**src/snoop_cache_pkg.sv**
```systemverilog
/*
 * Shared definitions for the snooping data cache subsystem.
 * Holds the cache geometry, the snoop opcode encoding, the snoop
 * response layout and the per-line flag bits. Modules pull these in
 * by a wildcard import in their body.
 */
package snoop_cache_pkg;

  localparam int unsigned addr_w  = 32;
  localparam int unsigned index_w = 4;
  localparam int unsigned line_w  = 128;
  localparam int unsigned beat_w  = 64;
  // low 4 address bits select a byte in the 16-byte line
  localparam int unsigned tag_w   = addr_w - index_w - 4;
  localparam int unsigned n_ways  = 2;

  // ACE snoop encodings, anything else is unsupported
  typedef enum logic [3:0] {
    READ_ONCE     = 4'b0000,
    READ_SHARED   = 4'b0001,
    READ_UNIQUE   = 4'b0111,
    CLEAN_INVALID = 4'b1001
  } snoop_op_e;

  // bit 0 is data_transfer, as on the CRRESP bus
  typedef struct packed {
    logic is_shared;
    logic pass_dirty;
    logic error;
    logic data_transfer;
  } cr_resp_t;

  typedef struct packed {
    logic valid;
    logic dirty;
    logic shared;
  } line_flags_t;

endpackage
```
**src/cache_port_if.sv**
```systemverilog
/*
 * Access port of one requester to the line store.
 * The requester modport drives the request fields, the arbiter
 * modport returns the grant and the registered lookup result.
 */
`timescale 1ns/1ps

interface cache_port_if #(
  parameter int unsigned NumWays = snoop_cache_pkg::n_ways
);
  import snoop_cache_pkg::*;

  logic                            req;
  logic                            we;
  logic [index_w-1:0]              index;
  logic [tag_w-1:0]                tag;
  logic [NumWays-1:0]              way_mask;
  logic [line_w-1:0]               wdata;
  line_flags_t                     wflags;
  // write flags only, keep line data and tag
  logic                            data_only_flags;
  logic                            gnt;
  logic                            rvalid;
  logic [NumWays-1:0]              hit_way;
  logic [NumWays-1:0][line_w-1:0]  rdata;
  line_flags_t [NumWays-1:0]       rflags;

  modport requester (
    output req, we, index, tag, way_mask, wdata, wflags, data_only_flags,
    input  gnt, rvalid, hit_way, rdata, rflags
  );

  modport arbiter (
    input  req, we, index, tag, way_mask, wdata, wflags, data_only_flags,
    output gnt, rvalid, hit_way, rdata, rflags
  );

endinterface

```
**src/cache_arbiter.sv**
```systemverilog
/*
 * Fixed-priority arbiter in front of the line store.
 * The snoop side wins over the fill side. Read results go back only
 * to the side that issued the read one cycle earlier.
 */
`timescale 1ns/1ps

module cache_arbiter #(
  parameter int unsigned NumWays = snoop_cache_pkg::n_ways
) (
  input logic            clk_i,
  input logic            rst_ni,
  cache_port_if.arbiter   snoop_if,
  cache_port_if.arbiter   fill_if,
  cache_port_if.requester array_if
);

  logic snoop_rd_q;

  assign snoop_if.gnt = snoop_if.req & array_if.gnt;
  assign fill_if.gnt  = fill_if.req & ~snoop_if.req & array_if.gnt;

  // forward the winner's fields
  always_comb begin
    array_if.req = snoop_if.req | fill_if.req;
    if (snoop_if.req) begin
      array_if.we              = snoop_if.we;
      array_if.index           = snoop_if.index;
      array_if.tag             = snoop_if.tag;
      array_if.way_mask        = snoop_if.way_mask;
      array_if.wdata           = snoop_if.wdata;
      array_if.wflags          = snoop_if.wflags;
      array_if.data_only_flags = snoop_if.data_only_flags;
    end else begin
      array_if.we              = fill_if.we;
      array_if.index           = fill_if.index;
      array_if.tag             = fill_if.tag;
      array_if.way_mask        = fill_if.way_mask;
      array_if.wdata           = fill_if.wdata;
      array_if.wflags          = fill_if.wflags;
      array_if.data_only_flags = fill_if.data_only_flags;
    end
  end

  // owner of the read in flight
  always_ff @(posedge clk_i or negedge rst_ni) begin
    if (!rst_ni) begin
      snoop_rd_q <= 1'b0;
    end else begin
      snoop_rd_q <= snoop_if.req & ~snoop_if.we;
    end
  end

  assign snoop_if.rvalid  = array_if.rvalid & snoop_rd_q;
  assign fill_if.rvalid   = array_if.rvalid & ~snoop_rd_q;
  assign snoop_if.hit_way = array_if.hit_way & {NumWays{snoop_rd_q}};
  assign fill_if.hit_way  = array_if.hit_way & {NumWays{~snoop_rd_q}};

  always_comb begin
    for (int w = 0; w < NumWays; w++) begin
      snoop_if.rdata[w]  = snoop_rd_q ? array_if.rdata[w] : '0;
      snoop_if.rflags[w] = snoop_rd_q ? array_if.rflags[w] : '0;
      fill_if.rdata[w]   = snoop_rd_q ? '0 : array_if.rdata[w];
      fill_if.rflags[w]  = snoop_rd_q ? '0 : array_if.rflags[w];
    end
  end

endmodule

```
**src/flat_wrapper.sv**
```systemverilog
// flat-port wrapper written by rule: the top's interface ports become plain ports
module cache_arbiter_flat 
#(
  parameter int unsigned NumWays = snoop_cache_pkg::n_ways
)
  (clk_i, rst_ni, snoop_if_req, snoop_if_we, snoop_if_index, snoop_if_tag, snoop_if_way_mask, snoop_if_wdata, snoop_if_wflags, snoop_if_data_only_flags, snoop_if_gnt, snoop_if_rvalid, snoop_if_hit_way, snoop_if_rdata, snoop_if_rflags, fill_if_req, fill_if_we, fill_if_index, fill_if_tag, fill_if_way_mask, fill_if_wdata, fill_if_wflags, fill_if_data_only_flags, fill_if_gnt, fill_if_rvalid, fill_if_hit_way, fill_if_rdata, fill_if_rflags, array_if_req, array_if_we, array_if_index, array_if_tag, array_if_way_mask, array_if_wdata, array_if_wflags, array_if_data_only_flags, array_if_gnt, array_if_rvalid, array_if_hit_way, array_if_rdata, array_if_rflags);
  cache_port_if #(.NumWays(NumWays)) snoop_if_i ();
  cache_port_if #(.NumWays(NumWays)) fill_if_i ();
  cache_port_if #(.NumWays(NumWays)) array_if_i ();
  input logic clk_i;
  input logic rst_ni;
  input wire logic [$bits(snoop_if_i.req)-1:0] snoop_if_req;
  input wire logic [$bits(snoop_if_i.we)-1:0] snoop_if_we;
  input wire logic [$bits(snoop_if_i.index)-1:0] snoop_if_index;
  input wire logic [$bits(snoop_if_i.tag)-1:0] snoop_if_tag;
  input wire logic [$bits(snoop_if_i.way_mask)-1:0] snoop_if_way_mask;
  input wire logic [$bits(snoop_if_i.wdata)-1:0] snoop_if_wdata;
  input wire logic [$bits(snoop_if_i.wflags)-1:0] snoop_if_wflags;
  input wire logic [$bits(snoop_if_i.data_only_flags)-1:0] snoop_if_data_only_flags;
  output wire logic [$bits(snoop_if_i.gnt)-1:0] snoop_if_gnt;
  output wire logic [$bits(snoop_if_i.rvalid)-1:0] snoop_if_rvalid;
  output wire logic [$bits(snoop_if_i.hit_way)-1:0] snoop_if_hit_way;
  output wire logic [$bits(snoop_if_i.rdata)-1:0] snoop_if_rdata;
  output wire logic [$bits(snoop_if_i.rflags)-1:0] snoop_if_rflags;
  input wire logic [$bits(fill_if_i.req)-1:0] fill_if_req;
  input wire logic [$bits(fill_if_i.we)-1:0] fill_if_we;
  input wire logic [$bits(fill_if_i.index)-1:0] fill_if_index;
  input wire logic [$bits(fill_if_i.tag)-1:0] fill_if_tag;
  input wire logic [$bits(fill_if_i.way_mask)-1:0] fill_if_way_mask;
  input wire logic [$bits(fill_if_i.wdata)-1:0] fill_if_wdata;
  input wire logic [$bits(fill_if_i.wflags)-1:0] fill_if_wflags;
  input wire logic [$bits(fill_if_i.data_only_flags)-1:0] fill_if_data_only_flags;
  output wire logic [$bits(fill_if_i.gnt)-1:0] fill_if_gnt;
  output wire logic [$bits(fill_if_i.rvalid)-1:0] fill_if_rvalid;
  output wire logic [$bits(fill_if_i.hit_way)-1:0] fill_if_hit_way;
  output wire logic [$bits(fill_if_i.rdata)-1:0] fill_if_rdata;
  output wire logic [$bits(fill_if_i.rflags)-1:0] fill_if_rflags;
  output wire logic [$bits(array_if_i.req)-1:0] array_if_req;
  output wire logic [$bits(array_if_i.we)-1:0] array_if_we;
  output wire logic [$bits(array_if_i.index)-1:0] array_if_index;
  output wire logic [$bits(array_if_i.tag)-1:0] array_if_tag;
  output wire logic [$bits(array_if_i.way_mask)-1:0] array_if_way_mask;
  output wire logic [$bits(array_if_i.wdata)-1:0] array_if_wdata;
  output wire logic [$bits(array_if_i.wflags)-1:0] array_if_wflags;
  output wire logic [$bits(array_if_i.data_only_flags)-1:0] array_if_data_only_flags;
  input wire logic [$bits(array_if_i.gnt)-1:0] array_if_gnt;
  input wire logic [$bits(array_if_i.rvalid)-1:0] array_if_rvalid;
  input wire logic [$bits(array_if_i.hit_way)-1:0] array_if_hit_way;
  input wire logic [$bits(array_if_i.rdata)-1:0] array_if_rdata;
  input wire logic [$bits(array_if_i.rflags)-1:0] array_if_rflags;
  assign snoop_if_i.req = snoop_if_req;
  assign snoop_if_i.we = snoop_if_we;
  assign snoop_if_i.index = snoop_if_index;
  assign snoop_if_i.tag = snoop_if_tag;
  assign snoop_if_i.way_mask = snoop_if_way_mask;
  assign snoop_if_i.wdata = snoop_if_wdata;
  assign snoop_if_i.wflags = snoop_if_wflags;
  assign snoop_if_i.data_only_flags = snoop_if_data_only_flags;
  assign snoop_if_gnt = snoop_if_i.gnt;
  assign snoop_if_rvalid = snoop_if_i.rvalid;
  assign snoop_if_hit_way = snoop_if_i.hit_way;
  assign snoop_if_rdata = snoop_if_i.rdata;
  assign snoop_if_rflags = snoop_if_i.rflags;
  assign fill_if_i.req = fill_if_req;
  assign fill_if_i.we = fill_if_we;
  assign fill_if_i.index = fill_if_index;
  assign fill_if_i.tag = fill_if_tag;
  assign fill_if_i.way_mask = fill_if_way_mask;
  assign fill_if_i.wdata = fill_if_wdata;
  assign fill_if_i.wflags = fill_if_wflags;
  assign fill_if_i.data_only_flags = fill_if_data_only_flags;
  assign fill_if_gnt = fill_if_i.gnt;
  assign fill_if_rvalid = fill_if_i.rvalid;
  assign fill_if_hit_way = fill_if_i.hit_way;
  assign fill_if_rdata = fill_if_i.rdata;
  assign fill_if_rflags = fill_if_i.rflags;
  assign array_if_req = array_if_i.req;
  assign array_if_we = array_if_i.we;
  assign array_if_index = array_if_i.index;
  assign array_if_tag = array_if_i.tag;
  assign array_if_way_mask = array_if_i.way_mask;
  assign array_if_wdata = array_if_i.wdata;
  assign array_if_wflags = array_if_i.wflags;
  assign array_if_data_only_flags = array_if_i.data_only_flags;
  assign array_if_i.gnt = array_if_gnt;
  assign array_if_i.rvalid = array_if_rvalid;
  assign array_if_i.hit_way = array_if_hit_way;
  assign array_if_i.rdata = array_if_rdata;
  assign array_if_i.rflags = array_if_rflags;
  cache_arbiter #(.NumWays(NumWays)) u_core (.clk_i(clk_i), .rst_ni(rst_ni), .snoop_if(snoop_if_i), .fill_if(fill_if_i), .array_if(array_if_i));
endmodule
```
**config.mk**
```make
export PLATFORM = sky130hd
export DESIGN_NAME = cache_arbiter_flat
export DESIGN_NICKNAME = d
export VERILOG_FILES = /design/src/snoop_cache_pkg.sv /design/src/cache_port_if.sv /design/src/cache_arbiter.sv /design/src/flat_wrapper.sv
export SDC_FILE = /design/constraint.sdc
export NUM_CORES = 1
export LEC_CHECK = 0
export BUFFER_PORTS_ARGS = -buffer_cell sky130_fd_sc_hd__buf_2
export CAP_MARGIN = 20
export CORE_AREA = 8 8 491 493
export CTS_CLUSTER_DIAMETER = 100
export CTS_CLUSTER_SIZE = 40
export DETAILED_ROUTE_END_ITERATION = 10
export DIE_AREA = 0 0 499 501
export PLACE_DENSITY = 0.3
export SLEW_MARGIN = 20
export SYNTH_ARGS = -nofsm -noshare
export SYNTH_HDL_FRONTEND = slang
export SYNTH_SLANG_ARGS = --single-unit
```
**constraint.sdc**
```tcl
create_clock -name clk_i -period 1.45 [get_ports clk_i]
set_input_delay 0.29 -clock clk_i [delete_from_list [all_inputs] [get_ports clk_i]]
set_output_delay 0.29 -clock clk_i [all_outputs]
set_load 0.05 [all_outputs]
```
Yosys cells after proc, flatten, opt, wreduce, memory -nomap -nowiden
Index checks and enable logic that the tools add are counted.
Word-level totals
  register bits after elaboration: 1
  memory bits (writable): 0
  logic and storage cells: 28
  latch bits: 0
  memories kept: 0
  bits in read-only memories: 0
  input port bits: 596
Operators by class
  equal/unequal tests: 0
  add/subtract/negate cells: 0
  shifts and indexed selects: 0
  reductions and logical operators: 0
  div/mod/pow operators: 0
  bitwise gates (word level): 12
  $lt $le $gt $ge: 0
  muxes and demuxes: 15
  multipliers: 0
Operator list (number)
  $mux 128: 5
  $mux 24: 1
  $mux 3: 5
  $and 1x1->1: 6
  $and 2x2->2: 2
  $mux 4: 1
  $not 1->1: 3
  $mux 1: 2
  $mux 2: 1
  $or 1x1->1: 1

Longest topological paths before layout
Gate-level depths: netlist of run 1.
  word-level depth: 3
  gate-level depth with buffers: 4
  depth with buffers taken out: 1

Worst setup path before layout of run 1
No wires, ideal clock.
  path kind: register to output
  start: register u_core.snoop_rd_q
  end: output port fill_if_rdata[140]
  cell stages (with the launch flop): 5
  required time: 1160 ps
  path slack: -379 ps
  arrival time: 1539 ps
  path through: dfrtp_1 > buf_2 > buf_2 > clkbuf_1 > nor2b_1
On the way
  longest elaborated chain between the ends: 1
Ends and longest elaborated chain
  start: declaration: RTL line cache_arbiter.sv:18  | logic snoop_rd_q;
  start signal: assignment: RTL line cache_arbiter.sv:50  | snoop_rd_q <= snoop_if.req & ~snoop_if.we;
  $mux 128: RTL line cache_arbiter.sv:63  | fill_if.rdata[w] = snoop_rd_q ? '0 : array_if.rdata[w];
  end: declaration: RTL line flat_wrapper.sv:36  | output wire logic [$bits(fill_if_i.rdata)-1:0] fill_if_rdata;
No other way between the ends.

Worst setup path after layout of run 1
  start: register u_core.snoop_rd_q
  end: output port snoop_if_rdata[158]
On the way
  longest elaborated chain between the ends: 1
Ends and longest elaborated chain
  $mux 128: RTL line cache_arbiter.sv:61  | snoop_if.rdata[w] = snoop_rd_q ? array_if.rdata[w] : '0;
  end: declaration: RTL line flat_wrapper.sv:23  | output wire logic [$bits(snoop_if_i.rdata)-1:0] snoop_if_rdata;
No other way between the ends.

==> results_dict.tcl, run 1 <==
set metrics [dict create \
    fillers 27017 \
    synth_compound_area_share_pct 0 \
    ant_nets 0 \
    drt_wl_total_mm 169 \
    max-vdd-ir-drop_uv 224 \
    syn_to_final_growth_pct 307 \
    crit_top_cell "buf_12" \
    synth_warnings 0 \
    power_w 0.0122 \
    synth_area_leaders "mux2_4, and2_1, nor2b_1" \
    final_util_pct 10.7 \
    synth_nets 1372 \
    post_drt_wl_per_cell_um 32.5 \
    overflow 0 \
    core_mm2 0.234 \
    die_w_um 499 \
    synth_top_area_cell "mux2_4" \
    max_freq_ghz 0.581 \
    synthDistinctLibCells 13 \
    violations "negative setup slack" \
    cp.required_ns 1.16 \
    final_nets 2674 \
    yosysTopAreaCellShare_pct 29.3 \
    drt_iter0_markers 602 \
    largest_reg_flops 1 \
    ys_ff_latch 1 \
    holdBufCountCts 0 \
    antenna_found_initial 127 \
    crit_type "register to output port" \
    fin_area_mm2 0.0250 \
    avgSynthCellArea_um2 7.91 \
    synthAdderAreaFrac_pct 0 \
    hold_viol_final 0 \
    setup_viol 689 \
    syn-cell-area_mm2 0.00614 \
    critical_path_buf_inv_count 4 \
    synth.area.mux_share_pct 37.2 \
    dpl-instance-area_mm2 0.0223 \
    whs_ns 0.0827 \
    max-slew-margin-rel_pct 65.2 \
    crit_path_end_kind "output port" \
    largest_register "u_core.snoop_rd_q" \
    leakage_nw 11.4 \
    track_usage_pct 12.6 \
    drv_cap 0 \
    dieArea_mm2 0.250 \
    final.min_clock_period_ns 1.72 \
    worst_slack_ns -0.270 \
    viasPerCell 2.28 \
    synthXorXnorAreaFrac_pct 0 \
    hpwlAfterDp_mm 160 \
    hold_path_class "primary input to async pin" \
    ios 1292 \
    reg_top3 "u_core.snoop_rd_q (1)" \
    grt_max_degree 41 \
    initial_core_util_pct 2.63 \
    die_h_um 501 \
    portBuffers 1291 \
    yosys.area_share.simple_pct 54.4 \
    synth_top_family_by_area "simple AND/OR/NAND/NOR gates" \
    worst_pin_slew_ns 0.521 \
    worstSetupStartpointType "register" \
    synth_cells 776 \
    cpLargestDelayFamily "buffers and inverters" \
    drive_gt1_share_pct 95.0 \
    crit_fanout 14 \
    vias 11802 \
    rsz0062_at_grt "true" \
    core.rowCount 178 \
    crit_chain "buf_12, buf_12, buf_12, and2_2, buf_12" \
    cpPeakStageDelay_ns 0.50 \
    clk_pin_slew_ns 0.01 \
    powerDensity_mw_per_mm2 490 \
    post-route-period-util_pct 119 \
    grt_pass1_vias 12640 \
    drc 0 \
    gp_congestion 0.966 \
    first_pass_iters 4 \
    fin_tns_setup_ns -104.66 \
    drv_slew 0 \
    status "finished with violations" \
    grt_pass1_wl_mm 194 \
    ys_seq_area_share_pct 0.407 \
    crit_arrival_ns 1.43 \
    crit_slowest_cell "dfrtp_4" \
]
==> layout by cell type (no fill, tap or decap), drive strengths merged <==
master and count:
bufbuf 5, nor2b 266, clkbuf 11, dfrtp 1
or2 1, buf 1362, and2 266, and3b 1
mux2 163, diode 46
==> where the power goes <==
part            internal (W)  switching, W
Clock          0.00000000402             0
Combinational        0.00462       0.00759
Sequential         0.0000307    0.00000329
Total                0.00465       0.00759
==> cells in the mapped netlist <==
cell type,count
and2_1,266
nor2b_1,266
mux2_4,120
mux2_2,43
buf_2,33
clkbuf_2,20
buf_6,15
clkbuf_1,8
and3b_1,1
buf_4,1
buf_8,1
dfrtp_1,1
or2_2,1
==> final timing paths <==
path	from	cells after the start	end	slack, ns
max	u_core.snoop_rd_q$_DFF_PN0_	5	snoop_if_rdata[158]	-0.27
min in group clk_i	snoop_if_we	3	u_core.snoop_rd_q$_DFF_PN0_	0.62
max in group asynchronous	rst_ni	1	u_core.snoop_rd_q$_DFF_PN0_	1.24
min	rst_ni	1	u_core.snoop_rd_q$_DFF_PN0_	0.08
==> area by class of cell <==
cell class              instances  area, µm²  area share (%)
diodes                         46        115           0.461
multi-input cells             697       7200            28.9
repair buffers               1378      13800            55.2
well taps                    3060       3830            15.3
flip-flops and latches          1       28.8           0.115
==> layer usage <==
metal | vias up | global-route usage [%] | share of wire (%)
met3 | 242 | 8.68 | 16
met1 | 5386 | 11.1 | 30
met2 | 1052 | 23.7 | 51
li1 | 5090 | - | -
met5 | - | 0 | 0.12
met4 | 32 | 2.05 | 2.7
==> what timing repair did <==
item	4_1_cts	5_1_grt
pin swaps	0	1
cloned	9	6
endpoints found under the setup margin	693	690
gates resized for setup	308	443
setup buffers	3	1
==> per-stage QoR <==
stage / std cells / worst slack [ns]
after floorplan: 776 / -0.337
after global placement: 5117 / -0.549
after detailed placement: 5117 / -0.529
after CTS: 5129 / -0.278
after global routing: 5178 / -0.286
final: 5182 / -0.270
==> cells by family (layout without fill, tap and decap cells) <==
group | after synthesis | after routing
other cells | 0 | 46
mux | 163 | 163
simple gates | 534 | 534
buf+inv | 78 | 1378
flops | 1 | 1
Power figures use the tool's default switching activity.
==> inputs of run 2 (changes only) <==
--- a/config.mk
+++ b/config.mk
@@ -5,13 +5,15 @@
 export SDC_FILE = /design/constraint.sdc
 export NUM_CORES = 1
 export LEC_CHECK = 0
+export ABC_AREA = 1
 export BUFFER_PORTS_ARGS = -buffer_cell sky130_fd_sc_hd__buf_2
 export CAP_MARGIN = 20
-export CORE_AREA = 8 8 491 493
+export CORE_AREA = 8 8 498 500
 export CTS_CLUSTER_DIAMETER = 100
 export CTS_CLUSTER_SIZE = 40
 export DETAILED_ROUTE_END_ITERATION = 10
-export DIE_AREA = 0 0 499 501
+export DIE_AREA = 0 0 506 508
+export GPL_ROUTABILITY_DRIVEN = 0
 export PLACE_DENSITY = 0.3
 export SLEW_MARGIN = 20
 export SYNTH_ARGS = -nofsm -noshare
==> run 2 against run 1 <==
Compared with the run above: the flow still finishes with violations (negative setup slack); via count is 32% higher; synthesized cell count rose by 110%; sequential share of layout area barely moved; wire length down 0.71%; die area increased by 2.8%; fmax up 3.4%; worst hold slack better by 0.057 ns; synthesized area increased by 11%; first-iteration DRC count up 48%; sequential cell count is the same; combinational power shrank 3%; final cell count increased by 19%; largest cell class unchanged.
==> results_dict.tcl, run 2 <==
set metrics [dict create \
    ant_nets 0 \
    drt_wl_total_mm 167 \
    largest_reg_flops 1 \
    top_usage_layer "met2" \
    drv_slew 0 \
    use_met3_pct 6.95 \
    yosysMostFrequentCell "nand2_1" \
    violations "negative setup slack" \
    final_nets 3565 \
    post_drt_wl_per_cell_um 27.1 \
    vias 15598 \
    fin_area_mm2 0.0250 \
    drv_cap 0 \
    cp.required_ns 1.16 \
    synthArstFlopShare_pct 100 \
    reg_top3 "u_core.snoop_rd_q (1)" \
    syn-cell-area_mm2 0.00682 \
    synth_area_leaders "nand2_1, inv_1, nor2_1" \
    dieArea_mm2 0.257 \
    dp_cells 6108 \
    crit_chain "buf_12, buf_12, buf_16, nor2_2, buf_6" \
    grt_use_met2_pct 21.6 \
    track_usage_pct 12.2 \
    whs_ns 0.139 \
    max_freq_ghz 0.601 \
    yosysTopAreaCellShare_pct 41.6 \
    crit_type "register to output port" \
    synth_warnings 0 \
    max-vdd-ir-drop_uv 215 \
    synthDistinctLibCells 10 \
    antenna_found_initial 189 \
    final_cell_mix "buf_2, nand2_1, inv_1" \
    worstSetupStartpointType "register" \
    crit_arrival_ns 1.37 \
    rsz0062_at_grt "true" \
    ys_seq_area_share_pct 0.367 \
    crit_slowest_cell "dfrtp_4" \
    leakage_nw 14.3 \
    synth_top_area_cell "nand2_1" \
    die_w_um 506 \
    crit_top_cell "buf_12" \
    drc 0 \
    dpl-instance-area_mm2 0.0219 \
    crit_fanout 18 \
    avgSynthCellArea_um2 4.13 \
    hold_viol_final 0 \
    clk_pin_slew_ns 0 \
    global_route.usage.met1_pct 13.2 \
    syn_to_final_growth_pct 266 \
    drive_gt1_share_pct 56.3 \
    ios 1292 \
    die_h_um 508 \
    worst_pin_slew_ns 0.378 \
    core.rowCount 180 \
    synth_nets 2249 \
    mostFrequentLayoutCell "buf_2" \
    core_mm2 0.240 \
    cpPeakStageDelay_ns 0.53 \
    max-slew-margin-rel_pct 74.8 \
    powerDensity_mw_per_mm2 475 \
    hold_path_class "primary input to async pin" \
    worst_slack_ns -0.214 \
    drt_iter0_markers 891 \
    grt_pass1_wl_mm 202 \
    post-route-period-util_pct 115 \
    grt_pass1_vias 16135 \
    setup_viol 669 \
    ys_ff_latch 1 \
    grt_max_degree 47 \
    largest_register "u_core.snoop_rd_q" \
    synth_cells 1653 \
    synth_ff_type "dfrtp_1" \
    final.min_clock_period_ns 1.66 \
    status "finished with violations" \
    viasPerCell 2.53 \
    hpwlAfterDp_mm 157 \
    yosys-top-cells-count "nand2_1, inv_1, nor2_1" \
    initial_core_util_pct 2.85 \
    fin_cells 6171 \
    portBuffers 1291 \
    crit_path_end_kind "output port" \
    first_pass_iters 5 \
    synth_enable_flop_cells 0 \
    overflow 0 \
]
[run 2: changes by cell type in the layout (fill, tap and decap cells not counted), moves of 50 or more]
cell     change
inv_1      +485
nand2_1    +668
nor2b_4    -147
mux2_4     -123
and2_4      -50
nand2_2     +71
nor2b_1     -83
and2_2     -195
nor2_2      +96
nor2_1     +143
[run 2: through the flow]
step                setup WS, ns  total power (W)  util, %  setup TNS [ns]
global route              -0.260           0.0125     10.4         -117.66
global placement          -0.355           0.0110     9.14          -81.33
floorplan                 -0.277          0.00553        -          -69.27
finish                    -0.214           0.0119     10.4          -81.99
CTS                       -0.258           0.0118     10.0          -88.07
detailed placement        -0.365           0.0109     9.14          -88.49
[run 2: worst paths after layout]
kind / startpoint / endpoint / slack [ns] / depth (start not counted)
min in group clk_i: snoop_if_we / u_core.snoop_rd_q$_DFF_PN0_ / 0.70 / 3
hold / removal: rst_ni / u_core.snoop_rd_q$_DFF_PN0_ / 0.14 / 1
max in group asynchronous: rst_ni / u_core.snoop_rd_q$_DFF_PN0_ / 1.12 / 1
setup / recovery: u_core.snoop_rd_q$_DFF_PN0_ / fill_if_rdata[162] / -0.21 / 5
[run 2: area by class of cell]
class,count,area [µm²]
repair inverters,1,16.3
well taps,3185,3990
multi-input cells,1024,4600
inverters,532,2030
fillers,28323,215000
diodes,19,47.5
flip-flops and latches,1,28.8
repair buffers,1409,14300
[run 2: logic make-up after synthesis]
kind of cell,after synthesis,share of synthesized area [%]
and+or+nand+nor,1024,56.4
DFF,1,0.367
buffers and inverters,628,43.3
[run 2: repair_timing]
action	CTS	global route
cloned	22	2
hold buffers	0	0
gates resized for setup	470	361
pin swaps	10	10
hold endpoints to repair	0	0
setup endpoints to repair	669	682
setup buffers	10	12
[run 2: per-layer routing]
layer / part of all wire [%] / vias to the layer above
li1: - / 7019
met1: 37 / 6912
met4: 2.0 / 94
met3: 13 / 332
met5: 0.37 / -
met2: 48 / 1241
[run 2: critical path, delay by kind of cell (launching register included)]
kind	cells	cell delay [ns]
buf+inv	4	0.66
flops	1	0.53
simple gates	1	0.14
[run 2: report_power, final]
| group | switching, W | internal (W) | total, W | leakage [nW] |
|---|---|---|---|---|
| registers | 0.00000574 | 0.0000309 | 0.0000366 | 0.0114 |
| clock network | 0 | 0.00000000177 | 0.00000000177 | 0.000119 |
| logic | 0.00767 | 0.00414 | 0.0118 | 14.2 |
==> inputs of run 3 (changes only) <==
--- a/config.mk
+++ b/config.mk
@@ -15,6 +15,7 @@
 export DIE_AREA = 0 0 506 508
 export GPL_ROUTABILITY_DRIVEN = 0
 export PLACE_DENSITY = 0.3
+export SETUP_SLACK_MARGIN = 0.1
 export SLEW_MARGIN = 20
 export SYNTH_ARGS = -nofsm -noshare
 export SYNTH_HDL_FRONTEND = slang
==> run 3 against run 2 <==
Compared with the run above: the flow still finishes with violations (negative setup slack); critical endpoint is now snoop_if_rdata[132]; sequential cell count did not move; global-route usage fell by 0.52 points; setup slack got worse by 0.11 ns; utilization about the same; fmax decreased by 6.1%; combinational power hardly changed; die area unchanged; wire length fell by 3.5%; largest power group unchanged; power fell by 0.60%.
==> results_dict.tcl, run 3 (synthesized netlist as in run 2, its figures left out) <==
set metrics [dict create \
    status "finished with violations" \
    violations "negative setup slack" \
    core.rowCount 180 \
    first_pass_iters 5 \
    setup.worst_path.start "u_core.snoop_rd_q$_DFF_PN0_" \
    drive_gt1_share_pct 57.1 \
    drv_cap 0 \
    viasPerCell 2.49 \
    track_usage_pct 11.7 \
    worst_slack_ns -0.323 \
    reg_top3 "u_core.snoop_rd_q (1)" \
    drt_iter0_markers 794 \
    worst_pin_slew_ns 0.319 \
    antenna_found_initial 192 \
    fin_tns_setup_ns -95.41 \
    post_drt_wl_per_cell_um 26.2 \
    overflow 0 \
    largest_register "u_core.snoop_rd_q" \
    power_w 0.0118 \
    vias 15410 \
    final_nets 3550 \
    ios 1292 \
    final_cell_mix "buf_2, nand2_1, inv_1" \
    core_mm2 0.240 \
    mostFrequentLayoutCell "buf_2" \
    whs_ns 0.140 \
    max-slew-margin-rel_pct 78.7 \
    portBuffers 1291 \
    drv_slew 0 \
    grt_max_degree 54 \
    largest_reg_flops 1 \
    max-vdd-ir-drop_uv 217 \
    powerDensity_mw_per_mm2 470 \
    crit_fanout 29 \
    hpwlAfterDp_mm 153 \
    cp.required_ns 1.16 \
    worstSetupStartpointType "register" \
    grt_pass1_wl_mm 194 \
    grt_pass1_vias 15819 \
    die_w_um 506 \
    dp_cells 6116 \
    drt_wl_total_mm 162 \
    hold_viol_final 0 \
    syn_to_final_growth_pct 267 \
    crit_arrival_ns 1.48 \
    crit_path_end_kind "output port" \
    drc 0 \
    dieArea_mm2 0.257 \
    rsz0062_at_grt "true" \
    setup_viol 648 \
    hold_path_class "primary input to async pin" \
    leakage_nw 14.2 \
    crit_type "register to output port" \
    clk_pin_slew_ns 0.01 \
    post-route-period-util_pct 122 \
    holdBufCountCts 0 \
    fin_cells 6178 \
    max_freq_ghz 0.564 \
    die_h_um 508 \
    ant_nets 0 \
    initial_core_util_pct 2.85 \
    final.min_clock_period_ns 1.77 \
]
-- run 3: changes by cell type in the layout (fill, tap and decap cells not counted), moves of 14 or more --
cell,delta
buf_12,+37
buf_4,-18
nand2_1,-85
nand2_2,+95
nor2_1,+27
buf_6,-55
buf_2,+42
buf_16,-21
inv_1,+29
clkbuf_4,-14
inv_2,-35
diode_2,+22
nor2_2,-53
nor2_4,+26
-- run 3: where the power goes --
group	switching [W]	total (W)	internal [W]
Combinational	0.00762	0.0117	0.00413
Clock	0	0.00000000416	0.00000000416
Sequential	0.00000479	0.0000356	0.0000308
-- run 3: layout make-up --
cell class,count,area (µm²)
Multi-Input combinational cell,1024,4830
Timing Repair Buffer,1395,14100
Tap cell,3185,3990
Fill cell,28267,215000
Sequential cell,1,28.8
Inverter,532,2030
Antenna cell,41,103
-- run 3: worst max-delay path by stage --
stage / end / slack [ns] / cells after the start
floorplan: fill_if_rdata[0] / -0.26 / 4
global placement: snoop_if_rdata[248] / -0.50 / 5
detailed placement: snoop_if_rdata[248] / -0.47 / 5
CTS: snoop_if_rdata[249] / -0.29 / 5
global route: snoop_if_rdata[124] / -0.33 / 5
finish: snoop_if_rdata[132] / -0.32 / 5
-- run 3: through the flow --
step                      utilization, %  worst slack (ns)  area, µm²
after floorplan                        -            -0.263       7370
after global placement              9.54            -0.500      22900
after detailed placement            9.54            -0.472      22900
after CTS                           9.93            -0.293      23800
after global routing                10.4            -0.331      25000
final                               10.5            -0.323      25100
-- run 3: repair_timing --
action,in CTS,in global routing
resized for setup,263,297
gates cloned,4,12
pin swaps,2,27
endpoints found under the setup margin,696,696
setup buffers,1,4
-- run 3: critical path: stages, from the launching register on --
cell	delay (ns)
dfrtp_4	0.52
buf_16	0.19
buf_12	0.25
nand2_1	0.17
inv_2	0.09
buf_12	0.15
-- run 3: layer usage --
metal  GRT usage [%]  part of all wire (%)  vias to the layer above
li1                -                     -                     7005
met1            11.6                    33                     6817
met2            21.9                    50                     1195
met3            6.74                    14                      311
met4            1.39                   2.1                       82
met5               0                  0.32                        -
